[src/mesh_cfg_pkg.sv]
/*
 shared definitions for the mesh node configuration interface
 packet field positions, node chip id, address map codes and the
 vector types used on the packet link and the register bus
*/
package mesh_cfg_pkg;

   // packet width on the access/wait link
   localparam int pkt_w = 104;

   // field positions inside a packet
   localparam int write_bit    = 0;
   localparam int datamode_lsb = 1;
   localparam int datamode_msb = 2;
   localparam int rsvd_bit     = 3;
   localparam int ctrlmode_lsb = 4;
   localparam int ctrlmode_msb = 7;
   localparam int dstaddr_lsb  = 8;
   localparam int dstaddr_msb  = 39;
   localparam int data_lsb     = 40;
   localparam int data_msb     = 71;
   localparam int srcaddr_lsb  = 72;
   localparam int srcaddr_msb  = 103;

   // node id, compared with dstaddr[31:20]
   localparam logic [11:0] chip_id = 12'h810;

   // group codes in dstaddr[19:16]
   localparam logic [3:0] group_cfg = 4'hF;
   localparam logic [3:0] group_mmu = 4'hE;

   // dma code in dstaddr[10:8]
   localparam logic [2:0] dma_sel = 3'd5;

   // register counts per target
   localparam int cfg_regs_n    = 4;
   localparam int dma_regs_n    = 8;
   localparam int mmu_entries_n = 16;

   typedef logic [pkt_w-1:0] packet_t;
   typedef logic [31:0]      addr_t;
   typedef logic [31:0]      data_t;
   typedef logic [1:0]       datamode_t;
   typedef logic [3:0]       ctrlmode_t;
   // register offset, dstaddr[14:0]
   typedef logic [14:0]      mi_addr_t;
   // {srcaddr, data} on writes, {hi, lo} on readback
   typedef logic [63:0]      mi_word_t;

endpackage

[src/cfg_regs.sv]
/*
 config register bank
 four 32-bit registers on the register bus, word addressed by addr[3:2]
 readback is combinational and reads as zero while en is low
*/
`timescale 1ns/1ps

module cfg_regs (
   input  logic                   clk,
   input  logic                   reset,
   input  logic                   en,
   input  logic                   we,
   input  mesh_cfg_pkg::mi_addr_t addr,
   input  mesh_cfg_pkg::mi_word_t din,
   output mesh_cfg_pkg::mi_word_t dout
);

   // register storage
   mesh_cfg_pkg::data_t regs [mesh_cfg_pkg::cfg_regs_n];

   // word select
   logic [1:0] idx;
   logic       wr_en;

   assign idx   = addr[3:2];
   assign wr_en = en & we;

   // write port, low word of din only
   always_ff @(posedge clk or posedge reset)
   begin
      if (reset)
      begin
         for (int i = 0; i < mesh_cfg_pkg::cfg_regs_n; i++)
         begin
            regs[i] <= '0;
         end
      end
      else if (wr_en)
      begin
         regs[idx] <= din[31:0];
      end
   end

   // readback
   // upper half always zero, whole word zero when not selected
   always_comb
   begin
      dout = '0;
      if (en)
      begin
         dout[31:0] = regs[idx];
      end
   end

endmodule

[src/dma_regs.sv]
/*
 dma register bank
 eight 32-bit registers, word addressed by addr[4:2]
 only storage and readback, no dma engine behind them
 readback reads as zero while en is low
*/
`timescale 1ns/1ps

module dma_regs (
   input  logic                   clk,
   input  logic                   reset,
   input  logic                   en,
   input  logic                   we,
   input  mesh_cfg_pkg::mi_addr_t addr,
   input  mesh_cfg_pkg::mi_word_t din,
   output mesh_cfg_pkg::mi_word_t dout
);

   // register storage
   mesh_cfg_pkg::data_t regs [mesh_cfg_pkg::dma_regs_n];

   // word select, bit 5 is the tx/rx half and is decoded upstream
   logic [2:0] idx;

   assign idx = addr[4:2];

   // write port
   always_ff @(posedge clk or posedge reset)
   begin
      if (reset)
      begin
         for (int i = 0; i < mesh_cfg_pkg::dma_regs_n; i++)
         begin
            regs[i] <= '0;
         end
      end
      else if (en && we)
      begin
         regs[idx] <= din[31:0];
      end
   end

   // gated readback, data in the low word
   always_comb
   begin
      dout = '0;
      if (en)
      begin
         dout[31:0] = regs[idx];
      end
   end

endmodule

[src/ecfg_if.sv]
/*
 packet side of the configuration block
 decodes incoming packets into register accesses, and registers the
 read reply or the forwarded packet in an output stage held by wait_in
 rx_side picks which half of the address map this instance serves
*/
`timescale 1ns/1ps

module ecfg_if #(
   parameter bit rx_side = 1'b0
) (
   input  logic                   clk,
   input  logic                   reset,
   input  logic                   access_in,
   input  mesh_cfg_pkg::packet_t  packet_in,
   input  logic                   wait_in,
   input  mesh_cfg_pkg::mi_word_t cfg_dout,
   input  mesh_cfg_pkg::mi_word_t dma_dout,
   input  mesh_cfg_pkg::mi_word_t mmu_dout,
   output logic                   access_out,
   output mesh_cfg_pkg::packet_t  packet_out,
   output logic                   mi_cfg_en,
   output logic                   mi_dma_en,
   output logic                   mi_mmu_en,
   output logic                   mi_we,
   output mesh_cfg_pkg::mi_addr_t mi_addr,
   output mesh_cfg_pkg::mi_word_t mi_din
);

   // unpacked request fields
   logic                    pkt_write;
   mesh_cfg_pkg::datamode_t pkt_datamode;
   mesh_cfg_pkg::ctrlmode_t pkt_ctrlmode;
   mesh_cfg_pkg::addr_t     pkt_dstaddr;
   mesh_cfg_pkg::data_t     pkt_data;
   mesh_cfg_pkg::addr_t     pkt_srcaddr;

   // decode
   logic [3:0]              group;
   logic                    chip_match;
   logic                    mi_en;
   logic                    mi_rd;
   logic                    fwd;

   // output stage inputs
   mesh_cfg_pkg::mi_word_t  readback;
   mesh_cfg_pkg::packet_t   reply_pkt;
   mesh_cfg_pkg::packet_t   next_pkt;
   logic                    next_access;

   // split the packet
   assign pkt_write    = packet_in[mesh_cfg_pkg::write_bit];
   assign pkt_datamode = packet_in[mesh_cfg_pkg::datamode_msb:mesh_cfg_pkg::datamode_lsb];
   assign pkt_ctrlmode = packet_in[mesh_cfg_pkg::ctrlmode_msb:mesh_cfg_pkg::ctrlmode_lsb];
   assign pkt_dstaddr  = packet_in[mesh_cfg_pkg::dstaddr_msb:mesh_cfg_pkg::dstaddr_lsb];
   assign pkt_data     = packet_in[mesh_cfg_pkg::data_msb:mesh_cfg_pkg::data_lsb];
   assign pkt_srcaddr  = packet_in[mesh_cfg_pkg::srcaddr_msb:mesh_cfg_pkg::srcaddr_lsb];

   // only packets for this node are looked at
   assign chip_match = access_in & (pkt_dstaddr[31:20] == mesh_cfg_pkg::chip_id);
   assign group      = pkt_dstaddr[19:16];

   // config bank, codes 010 (tx) and 011 (rx)
   assign mi_cfg_en = chip_match &
                      (group == mesh_cfg_pkg::group_cfg) &
                      (pkt_dstaddr[10:8] == {2'b01, rx_side});

   // dma bank, half chosen by bit 5
   assign mi_dma_en = chip_match &
                      (group == mesh_cfg_pkg::group_cfg) &
                      (pkt_dstaddr[10:8] == mesh_cfg_pkg::dma_sel) &
                      (pkt_dstaddr[5] == rx_side);

   // mmu table, half chosen by bit 15
   assign mi_mmu_en = chip_match &
                      (group == mesh_cfg_pkg::group_mmu) &
                      (pkt_dstaddr[15] == rx_side);

   assign mi_en = mi_cfg_en | mi_dma_en | mi_mmu_en;
   assign mi_we = pkt_write & mi_en;
   assign mi_rd = ~pkt_write & mi_en;

   // our chip and a register group, but the other half owns it
   assign fwd = chip_match &
                ((group == mesh_cfg_pkg::group_mmu) | (group == mesh_cfg_pkg::group_cfg)) &
                ~mi_en;

   // register bus
   assign mi_addr = pkt_dstaddr[14:0];
   assign mi_din  = {pkt_srcaddr, pkt_data};

   // idle targets drive zero, so a plain OR is the mux
   assign readback = cfg_dout | dma_dout | mmu_dout;

   // read reply goes back to the requester
   always_comb
   begin
      reply_pkt = '0;
      reply_pkt[mesh_cfg_pkg::write_bit] = 1'b1;
      reply_pkt[mesh_cfg_pkg::rsvd_bit]  = 1'b0;
      reply_pkt[mesh_cfg_pkg::datamode_msb:mesh_cfg_pkg::datamode_lsb] = pkt_datamode;
      reply_pkt[mesh_cfg_pkg::ctrlmode_msb:mesh_cfg_pkg::ctrlmode_lsb] = pkt_ctrlmode;
      reply_pkt[mesh_cfg_pkg::dstaddr_msb:mesh_cfg_pkg::dstaddr_lsb]   = pkt_srcaddr;
      reply_pkt[mesh_cfg_pkg::data_msb:mesh_cfg_pkg::data_lsb]         = readback[31:0];
      reply_pkt[mesh_cfg_pkg::srcaddr_msb:mesh_cfg_pkg::srcaddr_lsb]   = readback[63:32];
   end

   // forwarded packets pass untouched
   assign next_pkt    = fwd ? packet_in : reply_pkt;
   assign next_access = fwd | mi_rd;

   // output valid, held while the sink stalls
   always_ff @(posedge clk or posedge reset)
   begin
      if (reset)
         access_out <= 1'b0;
      else if (!wait_in)
         access_out <= next_access;
   end

   // output payload
   always_ff @(posedge clk)
   begin
      if (!wait_in && next_access)
         packet_out <= next_pkt;
   end

endmodule

[src/mesh_cfg_top.sv]
/*
 configuration interface of a mesh node
 packet interface stage plus the config, dma and mmu register targets
 rx_side selects the transmit (0) or receive (1) half of the map
*/
`timescale 1ns/1ps

module mesh_cfg_top #(
   parameter bit rx_side = 1'b0
) (
   input  logic                  clk,
   input  logic                  reset,
   input  logic                  access_in,
   input  mesh_cfg_pkg::packet_t packet_in,
   input  logic                  wait_in,
   output logic                  access_out,
   output mesh_cfg_pkg::packet_t packet_out,
   output logic                  wait_out
);

   // register bus
   logic                   mi_cfg_en;
   logic                   mi_dma_en;
   logic                   mi_mmu_en;
   logic                   mi_we;
   mesh_cfg_pkg::mi_addr_t mi_addr;
   mesh_cfg_pkg::mi_word_t mi_din;

   // per-target readback
   mesh_cfg_pkg::mi_word_t cfg_dout;
   mesh_cfg_pkg::mi_word_t dma_dout;
   mesh_cfg_pkg::mi_word_t mmu_dout;

   // input stalls exactly when the output stalls
   assign wait_out = wait_in;

   ecfg_if #(
      .rx_side (rx_side)
   ) ecfg_if_i (
      .clk        (clk),
      .reset      (reset),
      .access_in  (access_in),
      .packet_in  (packet_in),
      .wait_in    (wait_in),
      .cfg_dout   (cfg_dout),
      .dma_dout   (dma_dout),
      .mmu_dout   (mmu_dout),
      .access_out (access_out),
      .packet_out (packet_out),
      .mi_cfg_en  (mi_cfg_en),
      .mi_dma_en  (mi_dma_en),
      .mi_mmu_en  (mi_mmu_en),
      .mi_we      (mi_we),
      .mi_addr    (mi_addr),
      .mi_din     (mi_din)
   );

   cfg_regs cfg_regs_i (
      .clk   (clk),
      .reset (reset),
      .en    (mi_cfg_en),
      .we    (mi_we),
      .addr  (mi_addr),
      .din   (mi_din),
      .dout  (cfg_dout)
   );

   dma_regs dma_regs_i (
      .clk   (clk),
      .reset (reset),
      .en    (mi_dma_en),
      .we    (mi_we),
      .addr  (mi_addr),
      .din   (mi_din),
      .dout  (dma_dout)
   );

   mmu_table mmu_table_i (
      .clk   (clk),
      .reset (reset),
      .en    (mi_mmu_en),
      .we    (mi_we),
      .addr  (mi_addr),
      .din   (mi_din),
      .dout  (mmu_dout)
   );

endmodule

[src/mmu_table.sv]
/*
 mmu translation table
 sixteen 64-bit entries, indexed by addr[6:3]
 a write stores {srcaddr, data} whole, readback returns the full entry
*/
`timescale 1ns/1ps

module mmu_table (
   input  logic                   clk,
   input  logic                   reset,
   input  logic                   en,
   input  logic                   we,
   input  mesh_cfg_pkg::mi_addr_t addr,
   input  mesh_cfg_pkg::mi_word_t din,
   output mesh_cfg_pkg::mi_word_t dout
);

   // entry storage
   mesh_cfg_pkg::mi_word_t table_q [mesh_cfg_pkg::mmu_entries_n];

   // entry select, 8-byte entries
   logic [3:0] idx;

   assign idx = addr[6:3];

   always_ff @(posedge clk or posedge reset)
   begin
      if (reset)
      begin
         for (int i = 0; i < mesh_cfg_pkg::mmu_entries_n; i++)
         begin
            table_q[i] <= '0;
         end
      end
      else if (en && we)
      begin
         table_q[idx] <= din;
      end
   end

   // zero unless selected
   assign dout = en ? table_q[idx] : '0;

endmodule

[config.mk]
export PLATFORM = sky130hd
export DESIGN_NAME = mesh_cfg_top
export DESIGN_NICKNAME = d
export VERILOG_FILES = /design/src/mesh_cfg_pkg.sv /design/src/cfg_regs.sv /design/src/dma_regs.sv /design/src/ecfg_if.sv /design/src/mesh_cfg_top.sv /design/src/mmu_table.sv
export SDC_FILE = /design/constraint.sdc
export NUM_CORES = 2
export LEC_CHECK = 0
export BUFFER_PORTS_ARGS = -buffer_cell sky130_fd_sc_hd__buf_2
export CORE_ASPECT_RATIO = 1.4
export CORE_MARGIN = 4
export CORE_UTILIZATION = 55
export DETAILED_ROUTE_END_ITERATION = 16
export PLACE_DENSITY_LB_ADDON = 0.1
export SYNTH_ARGS = -nofsm -noshare
export SYNTH_HDL_FRONTEND = slang
export SYNTH_SLANG_ARGS = --single-unit
[constraint.sdc]
create_clock -name clk -period 57.1 [get_ports clk]
set_clock_uncertainty 0.15 [all_clocks]
set_input_delay 11.42 -clock clk [delete_from_list [all_inputs] [get_ports clk]]
set_output_delay 11.42 -clock clk [all_outputs]
set_load 0.01 [all_outputs]
Word level (Yosys, flattened, before mapping)

Index checks and enable logic that the tools add are counted.

Magnitude comparators: 6
Eq/ne operators: 5
Mux-type cells: 22
Bitwise operators: 25
Reductions and logical operators: 7

Operators by type and width:

| kind                 | number |
|---|---|
| $bwmux 1024          | 1 |
| $bmux 64 s4          | 1 |
| $bwmux 256           | 1 |
| $demux 64 s4         | 1 |
| $mux 32              | 8 |
| $mux 64              | 4 |
| $bwmux 128           | 1 |
| $mux 104             | 1 |
| $bmux 32 s3          | 1 |
| $demux 32 s3         | 1 |
| $bmux 32 s2          | 1 |
| $demux 32 s2         | 1 |
| $or 64x64->64        | 1 |
| $or 32x32->32        | 1 |
| $and 1x1->1          | 12 |
| $eq 12x12->1 const B | 1 |
| $eq 4x4->1 const B   | 2 |
| $logic_and 1x1->1    | 6 |
| $ge 5x5->1 const B   | 1 |
| $lt 5x1->1 const B   | 1 |
| $not 4->5            | 1 |
| $ge 4x4->1 const B   | 1 |
| $lt 4x1->1 const B   | 1 |
| $not 1->1            | 4 |
| other kinds (8)      | 11 |

Register bits after elaboration: 1513
Bits of input ports: 108
Output and inout port bits: 106

Longest topological paths before layout

Depth in word-level cells: 11
Gate-level depth with buffers: 10
Mapped depth without buffers: 5

Cells and area by module

Synthesis repeated with hierarchy kept, for this count alone.

Cell total of the unflattened synthesis: 4630
Area, all modules: 69708.1 um2

By module, submodules not included:

| module       | times used | cells each | area an instance (um2) | sequential area each (um2) |
|---|---|---|---|---|
| mmu_table    | 1          | 2993       | 46309.4                | 25624.6 |
| dma_regs     | 1          | 842        | 12040.3                | 6406.1 |
| cfg_regs     | 1          | 418        | 5909.4                 | 3203.1 |
| ecfg_if      | 1          | 376        | 5441.5                 | 3148.0 |
| mesh_cfg_top | 1          | 1          | 7.5                    | 0.0 |

Worst setup path after synthesis

OpenSTA, ideal clock, no wires.

Kind: input to output
Start point: input wait_in
End point: output wait_out
Arrival: 11539 ps
Setup slack: 33991 ps
Cell stages on the path: 1
Path buffers: 1
Path through: buf_4

RTL lines:

| item               | line               | text |
|---|---|---|
| start: declaration | mesh_cfg_top.sv:15 | `input logic wait_in,` |
| end: declaration   | mesh_cfg_top.sv:18 | `output logic wait_out` |

No word-level cell between the ends.

Worst setup path after layout

Start point: input wait_in
End point: output wait_out

No word-level cell between the ends.

==> run metrics <==
Distinct cells, synth 42; met2 Use GR 0.4440; CP Cell Sequence buf_2 > buf_2; RSZ-0062 raised after global routing false; crit-path max FO 3; Core Area 0.1256 mm2; Slew @ Worst Pin 1.179 ns; Post-Synth Simple-Gate Area 0.01599; synthesized-area fraction occupied by adder cells 0; vias per std cell 6.223; antenna violations before repair 11; Slowest Stage Delay on Critical Path 0.14 ns; Initial Utilization 0.5532; clock-pin slew on the worst setup and hold paths 0.06 ns; Inst Count DP 5673; Area Growth Syn to Fin 9.570%; share of cells above drive strength 1 0.5426; gr ovfl total 0; setup bufs post-CTS 0; largest family of logic cells by synthesized area multiplexers; ys flop type dfrtp_1; CP bufs+invs 2; GR Layer Usage met3 0.03680; die width 308.4 um; asr flop ratio synth 0.9313; CTS Buf Count 147; number of port buffers 213; Tcrit/Tclk final 0.4069; Synth Area in XOR/XNOR 0; WL final 167600 um; most frequent CP cell buf_2; Setup CP Type in -> out; final hold vios 0; fin util 0.6062; Crit path required time 45.53 ns; delay-heaviest family, CP buffers and inverters; Final setup viols 0; H-tree depth 4; area of the die 0.1322 mm2; LEAKAGE 0.03712 uW; Routability Congestion 0.7227; Syn Nets 4257; CTS Root Cell clkbuf_16; Rows 154; Setup TNS 0 ns; Tot GR Track Use 0.2590; Post-DP HPWL 90640 um; VDD IR max 30.49 uV; max-cap violations 0; critical path startpoint category input pin; crit path time final 23.24 ns; M1 GR Usage 0.3529; Worst Hold Class reg -> reg; Arrival @ worst endpoint 11.67 ns; Die Ht 428.6 um; Rel. slew slack 0.2101; cell area after synthesis 0.06950 mm2; IO Pins 214; syn_area_per_cell 16.75 um2; total number of vias 36.98k; residual DRC count 0; 1st-iter DRT viols 2483; Mapped Cells 4149; first-pass GRT wire length 258200 um; synthesized flop and latch total 1513; Post-synth EDFFs 104; CTS tree built; Post-CTS Resized 0; largest net degree at the start of global routing 111; Clock Latency Late Sink 0.77 ns; Synth Area in Compound Gates 0.008371; mux share of post-synthesis cell area 0.3898; final-stage net count 4292; final slew viol count 0; Worst path slowest cell buf_2; Non-Filler Instances 5942; Sink Count 1513; outcome finished, final reports clean; CTS Buffer Depth 3; Final ANT Viol Nets 0; f_max 43.04 MHz; WL/cell 28.21 um; CTS hold repair buffers 0; vias in the first global route 40.07k; Cell Pwr Density 28.15 mW/mm2; Synth Warn # 0; CP endpoint kind primary output; sequential area share after synthesis 0.5523; gr busiest metal met2; First-pass DRT Iterations 5
routing by layer:
| layer | share of wire | up-vias |
|---|---|---|
| li1 | - | 15585 |
| met1 | 0.43 | 20386 |
| met2 | 0.51 | 744 |
| met3 | 0.038 | 258 |
| met4 | 0.022 | 6 |
| met5 | 0.00024 | - |
worst paths after layout:
| kind | from | cells after the start | slack, ns | to |
|---|---|---|---|---|
| min | mmu_table_i.table_q[337] | 1 | 0.33 | mmu_table_i.table_q[337] |
| max reg2reg | mmu_table_i.table_q[159] | 5 | 54.34 | ecfg_if_i.packet_out[71] |
| max in group asynchronous | reset | 8 | 40.48 | mmu_table_i.table_q[417] |
| min reg2reg | mmu_table_i.table_q[337] | 1 | 0.33 | mmu_table_i.table_q[337] |
| max | wait_in | 2 | 33.86 | wait_out |
| min in group asynchronous | reset | 2 | 10.65 | dma_regs_i.regs[234] |
cells in the mapped netlist (all sizes together) (2+ instances only):
master   instances  area (um2)
a2111oi         31       271.5
a22o            33       289.0
and2             4       27.53
and3             2       12.51
and4             7       61.31
buf            216        1448
clkbuf         203       762.0
dfrtp         1409       35260
edfxtp         104        3123
inv             33       123.9
mux2          1425       17170
mux2i          127        1271
mux4           384        8648
nand2            4       15.01
nand2b           3       18.77
nand3            7       40.04
nand4            6       37.54
nand4b           9       78.83
nor2             7       26.28
nor2b           11       68.82
nor3           101       520.5
nor3b            5       52.55
nor4             2       33.78
or2              5       31.28
or4              4       30.03
stage by stage:
step | setup slack (ns) | cell area, um2 | power [uW] | hold WS (ns)
CTS | 33.87 | 76140 | 2168 | 0.3398
global placement | 33.86 | 71270 | 1179 | 0.3178
floorplan | 5.798 | 69500 | 1156 | 0.3033
detailed placement | 33.87 | 71270 | 1180 | 0.3255
global route | 33.86 | 76140 | 2215 | 0.3454
finish | 33.86 | 76150 | 2144 | 0.3340
registers in the layout, indices dropped and copies added, names as in the netlist:
signal                flops
cfg_regs_i.regs         128
dma_regs_i.regs         256
ecfg_if_i.access_out      1
ecfg_if_i.packet_out    104
mmu_table_i.table_q    1024
cells by family after synthesis:
logic type / after synthesis
multiplexers: 1936
AND/OR/NAND/NOR: 181
buffers and inverters: 452
flip-flops: 1513
AO/OA/AOI/OAI: 67
power by group:
group	internal, uW	switching [uW]	total (uW)
logic	18.6	57.0	75.7
registers	1080	0.00342	1080
clock network	569	418	987
area by class of cell:
cell class / count / area, um2
fillers: 9500 / 49480
flip-flops and latches: 1513 / 38380
multi-input cells: 2184 / 28890
clock buffers: 203 / 4312
well taps: 1638 / 2049
repair buffers: 305 / 1822
clock inverters: 60 / 554.3
inverters: 33 / 131.4
diodes: 6 / 15.01
placed cells by master (no fill, tap or decap), drive strengths merged, types with 2 or more instances in the layout:
cell type / instances
nor2: 7
or4: 4
mux4: 384
and3: 2
mux2i: 127
clkinvlp: 6
or2: 5
nand2b: 3
nor2b: 11
nor3: 101
clkinv: 42
and4: 7
nand4: 6
bufinv: 9
a22o: 33
a2111oi: 31
nand4b: 9
nand2: 4
nand3: 7
inv: 36
nor4: 2
buf: 303
nor3b: 5
edfxtp: 104
mux2: 1425
dfrtp: 1409
and2: 4
clkbuf: 205
diode: 6
No activity file was read; power rests on OpenSTA's default activity.
